**config.mk**
```make
export PLATFORM = sky130hd
export DESIGN_NAME = cache_ctrl
export DESIGN_NICKNAME = d
export VERILOG_FILES = /design/src/hw/cache_pkg.sv /design/src/hw/mem_bus_pkg.sv /design/src/hw/cache_ctrl.sv
export SDC_FILE = /design/constraint.sdc
export NUM_CORES = 1
export LEC_CHECK = 0
export BUFFER_PORTS_ARGS = -buffer_cell sky130_fd_sc_hd__buf_2
export CORE_AREA = 2 2 407 409
export DETAILED_ROUTE_END_ITERATION = 7
export DIE_AREA = 0 0 409 411
export PLACE_DENSITY = 0.35
export SLEW_MARGIN = 15
export SYNTH_ARGS = -nofsm -noshare
export SYNTH_HDL_FRONTEND = slang
export SYNTH_SLANG_ARGS = --single-unit
```
**constraint.sdc**
```tcl
create_clock -name clk -period 7.5 [get_ports clk]
set_input_delay 0.75 -clock clk [delete_from_list [all_inputs] [get_ports clk]]
set_output_delay 0.75 -clock clk [all_outputs]
set_load 0.05 [all_outputs]
```
**src/hw/cache_pkg.sv**
```systemverilog
`default_nettype none

package cache_pkg;

    // 32-bit address split as tag / index / byte offset
    localparam int TAG_W          = 20;
    localparam int INDEX_W        = 8;
    localparam int OFFSET_W       = 4;
    localparam int WORDS_PER_LINE = 4;
    localparam int NUM_SETS       = 256;

    typedef logic [31:0]                  word_t;
    typedef logic [3:0]                   strb_t;
    typedef logic [TAG_W-1:0]             tag_t;
    typedef logic [INDEX_W-1:0]           index_t;
    // word 0 in the low bits
    typedef logic [WORDS_PER_LINE*32-1:0] line_t;

    typedef struct packed {
        tag_t                tag;
        index_t              index;
        logic [OFFSET_W-1:0] offset;
    } cpu_addr_t;

    typedef struct packed {
        logic      op;
        cpu_addr_t addr;
        strb_t     wstrb;
        word_t     wdata;
    } cpu_req_t;

    typedef logic way_sel_t;

    // what a way reports for the set on its index
    typedef struct packed {
        logic  hit;
        logic  valid;
        logic  dirty;
        tag_t  tag;
        line_t line;
        word_t load_word;
    } way_status_t;

    typedef struct packed {
        logic  tag_we;
        logic  line_we;
        logic  dirty;
        tag_t  tag;
        line_t line;
    } way_write_t;

    typedef enum logic [2:0] {
        idle,
        lookup,
        miss,
        replace,
        refill
    } cache_state_t;

endpackage

`default_nettype wire

```
**src/hw/mem_bus_pkg.sv**
```systemverilog
`default_nettype none

package mem_bus_pkg;

    // line address with the offset bits at zero
    typedef logic [31:0] mem_rd_req_t;

    // whole-line write-back
    typedef struct packed {
        logic [31:0]      addr;
        cache_pkg::line_t data;
    } mem_wr_req_t;

    // one refill beat where last marks the fourth
    typedef struct packed {
        cache_pkg::word_t data;
        logic             last;
    } mem_ret_t;

endpackage

`default_nettype wire

```
**src/hw/cache_ctrl.sv**
```systemverilog
`timescale 1ns/1ns
`default_nettype none

module cache_ctrl #(
    parameter logic [22:0] LFSR_SEED = 23'b100_1010_0101_0010_1000_1010
) (
    input  wire                            clk,
    input  wire                            resetn,
    input  wire                            valid,
    input  wire cache_pkg::cpu_req_t       req,
    output logic                           addr_ok,
    output logic                           data_ok,
    output cache_pkg::word_t               rdata,
    input  wire cache_pkg::way_status_t    way0_status,
    input  wire cache_pkg::way_status_t    way1_status,
    output cache_pkg::index_t              index,
    output cache_pkg::tag_t                lookup_tag,
    output logic [cache_pkg::OFFSET_W-1:0] offset,
    output cache_pkg::way_write_t          way0_wr,
    output cache_pkg::way_write_t          way1_wr,
    output logic                           rd_req,
    output mem_bus_pkg::mem_rd_req_t       rd_addr,
    input  wire                            rd_rdy,
    input  wire                            ret_valid,
    input  wire mem_bus_pkg::mem_ret_t     ret,
    output logic                           wr_req,
    output mem_bus_pkg::mem_wr_req_t       wr,
    input  wire                            wr_rdy
);

    cache_pkg::cache_state_t        state;
    cache_pkg::cache_state_t        state_nxt;
    cache_pkg::cpu_req_t            req_r;
    logic [22:0]                    lfsr;
    logic [1:0]                     beat_cnt;
    logic [cache_pkg::OFFSET_W-3:0] word_sel;
    cache_pkg::line_t               fill_line;
    cache_pkg::line_t               refill_line;
    cache_pkg::word_t               beat_word;
    cache_pkg::way_sel_t            pick;
    cache_pkg::way_sel_t            victim_way;
    logic                           pick_dirty;
    logic                           cache_hit;
    logic                           in_lookup;
    logic                           refill_done;

    function automatic cache_pkg::word_t merge_word(
        input cache_pkg::word_t old_word,
        input cache_pkg::word_t new_word,
        input cache_pkg::strb_t strb
    );
        cache_pkg::word_t res;
        res = old_word;
        for (int b = 0; b < 4; b++) begin
            if (strb[b]) begin
                res[b*8 +: 8] = new_word[b*8 +: 8];
            end
        end
        return res;
    endfunction

    function automatic cache_pkg::line_t put_word(
        input cache_pkg::line_t line,
        input logic [1:0]       sel,
        input cache_pkg::word_t word
    );
        cache_pkg::line_t res;
        res = line;
        res[sel*32 +: 32] = word;
        return res;
    endfunction

    assign addr_ok     = (state == cache_pkg::idle);
    assign in_lookup   = (state == cache_pkg::lookup);
    assign cache_hit   = way0_status.hit || way1_status.hit;
    assign refill_done = (state == cache_pkg::refill) && ret_valid && ret.last;
    assign word_sel    = req_r.addr.offset[cache_pkg::OFFSET_W-1:2];

    // RAMs see the incoming index while idle so lookup has data next cycle
    assign index      = addr_ok ? req.addr.index : req_r.addr.index;
    assign lookup_tag = req_r.addr.tag;
    assign offset     = req_r.addr.offset;

    always_comb begin
        state_nxt = state;
        case (state)
            cache_pkg::idle:    if (valid) state_nxt = cache_pkg::lookup;
            cache_pkg::lookup: begin
                if (cache_hit) begin
                    state_nxt = cache_pkg::idle;
                end else if (pick_dirty) begin
                    state_nxt = cache_pkg::miss;
                end else begin
                    state_nxt = cache_pkg::replace;
                end
            end
            cache_pkg::miss:    if (wr_rdy) state_nxt = cache_pkg::replace;
            cache_pkg::replace: if (rd_rdy) state_nxt = cache_pkg::refill;
            cache_pkg::refill:  if (refill_done) state_nxt = cache_pkg::idle;
            default:            state_nxt = cache_pkg::idle;
        endcase
    end

    always_ff @(posedge clk) begin
        if (!resetn) begin
            state    <= cache_pkg::idle;
            lfsr     <= LFSR_SEED;
            beat_cnt <= 2'd0;
            data_ok  <= 1'b0;
        end else begin
            state    <= state_nxt;
            lfsr     <= {lfsr[21:0], lfsr[22] ^ lfsr[17]};
            data_ok  <= (in_lookup && cache_hit) || refill_done;
            if (state != cache_pkg::refill) begin
                beat_cnt <= 2'd0;
            end else if (ret_valid) begin
                beat_cnt <= beat_cnt + 2'd1;
            end
        end
    end

    // invalid way first, else random
    always_comb begin
        if (!way0_status.valid) begin
            pick = 1'b0;
        end else if (!way1_status.valid) begin
            pick = 1'b1;
        end else begin
            pick = lfsr[0];
        end
        pick_dirty = pick ? (way1_status.valid && way1_status.dirty)
                          : (way0_status.valid && way0_status.dirty);
    end

    // store bytes land on the requested word as it streams in
    assign beat_word   = (req_r.op && beat_cnt == word_sel)
                       ? merge_word(ret.data, req_r.wdata, req_r.wstrb) : ret.data;
    assign refill_line = put_word(fill_line, beat_cnt, beat_word);

    always_ff @(posedge clk) begin
        if (addr_ok && valid) begin
            req_r <= req;
        end
        if (in_lookup) begin
            victim_way <= pick;
            wr.addr    <= {pick ? way1_status.tag : way0_status.tag, req_r.addr.index,
                           {cache_pkg::OFFSET_W{1'b0}}};
            wr.data    <= pick ? way1_status.line : way0_status.line;
        end
        if (ret_valid) begin
            fill_line <= refill_line;
        end
        if (in_lookup && cache_hit) begin
            rdata <= way0_status.hit ? way0_status.load_word : way1_status.load_word;
        end else if (ret_valid && beat_cnt == word_sel) begin
            rdata <= beat_word;
        end
    end

    always_comb begin
        way0_wr.tag_we  = refill_done && (victim_way == 1'b0);
        way1_wr.tag_we  = refill_done && (victim_way == 1'b1);
        way0_wr.line_we = refill_done ? !victim_way
                                      : (in_lookup && way0_status.hit && req_r.op);
        way1_wr.line_we = refill_done ? victim_way
                                      : (in_lookup && way1_status.hit && req_r.op);
        way0_wr.dirty   = req_r.op;
        way1_wr.dirty   = req_r.op;
        way0_wr.tag     = req_r.addr.tag;
        way1_wr.tag     = req_r.addr.tag;
        way0_wr.line    = refill_done ? refill_line
                        : put_word(way0_status.line, word_sel,
                                   merge_word(way0_status.load_word, req_r.wdata, req_r.wstrb));
        way1_wr.line    = refill_done ? refill_line
                        : put_word(way1_status.line, word_sel,
                                   merge_word(way1_status.load_word, req_r.wdata, req_r.wstrb));
    end

    assign wr_req  = (state == cache_pkg::miss);
    assign rd_req  = (state == cache_pkg::replace);
    assign rd_addr = {req_r.addr.tag, req_r.addr.index, {cache_pkg::OFFSET_W{1'b0}}};

    // a tag lives in at most one way of a set
    assert property (@(posedge clk) disable iff (!resetn)
        in_lookup |-> !(way0_status.hit && way1_status.hit))
        else $error("cache_ctrl: both ways hit");

    assert property (@(posedge clk) disable iff (!resetn)
        ret_valid |-> (state == cache_pkg::refill))
        else $error("cache_ctrl: refill beat outside refill");

endmodule

`default_nettype wire

```
==> impl_metrics.py <==
metrics = {
    "timing": {
        "slew_viol_final": 0,
        "finalCritPeriodShare": 0.687,
        "finalHoldViolCount": 0,
        "holdWs_ns": 0.256,
        "fmax_mhz": 194,
        "relSlewSlack": 0.217,
        "rsz0062_at_grt": "false",
        "period_minus_slack_ns": 5.15,
        "fin_setup_tns_ns": 0,
        "setup_violations": 0,
        "worst_pin_slew_ns": 1.16,
        "finalClockSkew_ns": 0.0215,
    },
    "synthesis": {
        "synth_most_common_cell": "edfxtp_1",
        "synth_edf_count": 386,
        "synth_cells": 2695,
        "ys_seq_elements": 415,
        "ys.warnings.count": 0,
        "synth_top_area_share": 0.459,
        "synthTopCellsByArea": "edfxtp_1 46%, o21ai_0 5.1%, a221oi_1 4.4%",
        "yosysUniqueCellTypes": 46,
        "yosys-top-cells-count": "386 x edfxtp_1, 268 x inv_1, 261 x nor2_1",
        "netlist_area_mm2": 0.0252,
        "synthFlopType": "edfxtp_1",
        "yosysSeqAreaShare": 0.482,
        "synth_area_leader_cell": "edfxtp_1",
        "synth_area_per_cell_um2": 9.37,
        "async_flop_share": 0,
    },
    "worst_setup_path": {
        "r2r_start": "offset[3]$_DFFE_PP_",
        "rr_endpoint": "fill_line[42]$_DFFE_PP_",
        "critical_path_class": "flip-flop to output pin",
        "crit_path_end_kind": "output pin",
        "cp-startpoint": "offset[2]$_DFFE_PP_",
        "arrival_ns": 4.40,
        "critPathRequiredTime_ns": 6.75,
        "critPathLaunchType": "flip-flop",
        "endpoint": "way1_wr[69]",
        "reg2reg_setup_slack_ns": 4.08,
        "r2r_cells": 6,
        "crit_fanout": 35,
    },
    "floorplanning": {
        "start_util": 0.154,
        "die_h_um": 411,
        "die-area_mm2": 0.168,
        "pin_count": 1036,
        "fp-row-count": 149,
        "fp.dieW_um": 409,
        "core-area_mm2": 0.164,
    },
    "route": {
        "routed_wl_um": 158000,
        "wl_per_cell_um": 27.4,
        "route.detailed.drc": 0,
        "highest_layer": "met5",
        "wl_met2_um": 76300,
        "wl_met3_um": 10600,
        "vias": 25500,
        "drtAntennaViolNets": 0,
        "drt-pass1-iter-count": 7,
        "drt_iter0_drc": 2098,
        "viasPerCell": 4.42,
        "wl_met1_um": 65700,
    },
    "clocking": {
        "cts_setup_buffers": 0,
        "path_clk_slew_ns": 0.07,
        "cts.sinks": 415,
        "cts-hold-fix-buffers": 0,
        "cts_resized": 0,
        "root_buffer": "clkbuf_16",
        "h-tree-depth": 2,
        "clkLatencyLatePin_ns": 0.67,
        "cts_tree": "done",
        "cts_made_buffers": 59,
        "cts_buffer_depth": 3,
    },
    "global_route": {
        "grt_max_degree": 129,
        "first_global_vias": 24500,
        "grt_overflow": 0,
        "track_usage": 0.177,
        "grt_pass1_wl_um": 208000,
        "antenna_found_initial": 31,
    },
    "power": {
        "ir_worst_vdd_v": 0.000164,
        "p_per_area_mw_per_mm2": 240,
        "p_leak_uw": 0.0146,
    },
    "cells_and_area": {
        "area_delta_synth_final_pct": 35.0,
        "drive_gt1_frac": 0.372,
        "num-nets-final": 3998,
        "nFillCells": 18300,
        "final_util": 0.208,
        "stdcell_area_mm2": 0.0341,
    },
    "place": {
        "place_hpwl_um": 119000,
        "routabilityCongestion": 0.908,
        "dpl-instance-area_mm2": 0.0321,
        "portBuffers": 1027,
    },
    "job": {
        "cap_violations": 0,
    },
    "hold_path": {
        "hold_class": "primary input to flip-flop",
    },
    "status": {
        "status": "completed",
    },
}
==> cell families (layout without fill, tap and decap cells) <==
family / after synthesis / count (layout) / share of synthesized area
buffers and inverters: 597 / 1453 / 0.108
AOI/OAI and AO/OA: 810 / 810 / 0.205
and+or+nand+nor: 668 / 668 / 0.119
adders and majority gates: 10 / 10 / 0.00496
muxes: 190 / 190 / 0.0799
DFF: 415 / 415 / 0.482
other: 1 / 22 / 0.000149
xor gates and xnor gates: 4 / 4 / 0.00139
==> critical path, stage by stage (launching register included) <==
cell and delay [ns]:
edfxtp_1 0.57, inv_1 0.29, ha_4 0.53, nand4bb_4 0.66, buf_4 0.54, o22ai_1 0.22
nor2_1 0.06, a21oi_1 0.37, buf_2 0.37
==> per-layer routing <==
layer / global-route usage / up-vias
li1: - / 11400
met5: 0 / -
met2: 0.304 / 1180
met4: 0.0563 / 8
met3: 0.0381 / 252
met1: 0.221 / 12600
==> worst min-delay path by stage <==
stage / slack [ns] / startpoint / endpoint / depth (start not counted)
global placement: 0.39 / lfsr[21]$_SDFF_PN0_ / lfsr[22]$_SDFF_PN1_ / 1
detailed placement: 0.39 / lfsr[2]$_SDFF_PN0_ / lfsr[3]$_SDFF_PN1_ / 1
global route: 0.21 / req[59] / lookup_tag[11]$_DFFE_PP_ / 1
CTS: 0.18 / req[2] / req_r[2]$_DFFE_PP_ / 1
floorplan: 0.39 / lfsr[11]$_SDFF_PN0_ / lfsr[12]$_SDFF_PN1_ / 1
finish: 0.26 / req[2] / req_r[2]$_DFFE_PP_ / 1
==> metrics by stage <==
step | std cells | worst slack [ns] | total power [µW]
after floorplan | 2702 | 1.60 | 4480
after global placement | 5641 | 2.52 | 5300
after detailed placement | 5642 | 2.81 | 5300
after CTS | 5747 | 2.22 | 8300
after global routing | 5757 | 2.17 | 8470
final | 5761 | 2.35 | 8180
==> area by class of cell <==
| type | instances | area [µm²] | share of cell area |
|---|---|---|---|
| antenna | 14 | 35.0 | 0.00103 |
| clock buffer | 72 | 1630 | 0.0478 |
| clock inverter | 33 | 310 | 0.00911 |
| inverter | 268 | 1010 | 0.0297 |
| multi-input combinational | 1690 | 10500 | 0.310 |
| sequential | 415 | 12200 | 0.357 |
| tap | 2189 | 2740 | 0.0804 |
| timing repair buffer | 1080 | 5630 | 0.165 |
==> power breakdown <==
part	leakage (µW)	switching, µW	internal (µW)	total, µW
clock network	0.000949	1240	1700	2950
logic	0.00972	1840	546	2390
registers	0.00393	81.8	2770	2850
total	0.0146	3170	5010	8180
==> flip-flops by register name (all words and copies together) (netlist names), 2 cells and up <==
signal,flops
wr,156
fill_line,128
req_r,36
rdata,32
lfsr,23
lookup_tag,20
rd_addr,8
offset,4
state,3
beat_cnt,2
==> cells in the final DEF (no fill, tap or decap), types with 11 or more instances in the layout <==
cell and n:
buf_2 1025, edfxtp_1 386, inv_1 264, nor2_1 261
o21ai_0 256, nand2_1 198, a21oi_1 129, a221oi_1 128
o22ai_1 128, mux2i_1 97, mux2_2 92, nand2b_1 75
nand3_1 64, a31oi_1 64, a32oi_1 63, clkbuf_16 62
buf_4 47, a31o_2 34, nand4_1 33, dfxtp_1 29
diode_2 14, and2_1 14, clkinv_1 11
Note: power is estimated with default switching activity, not from simulation.
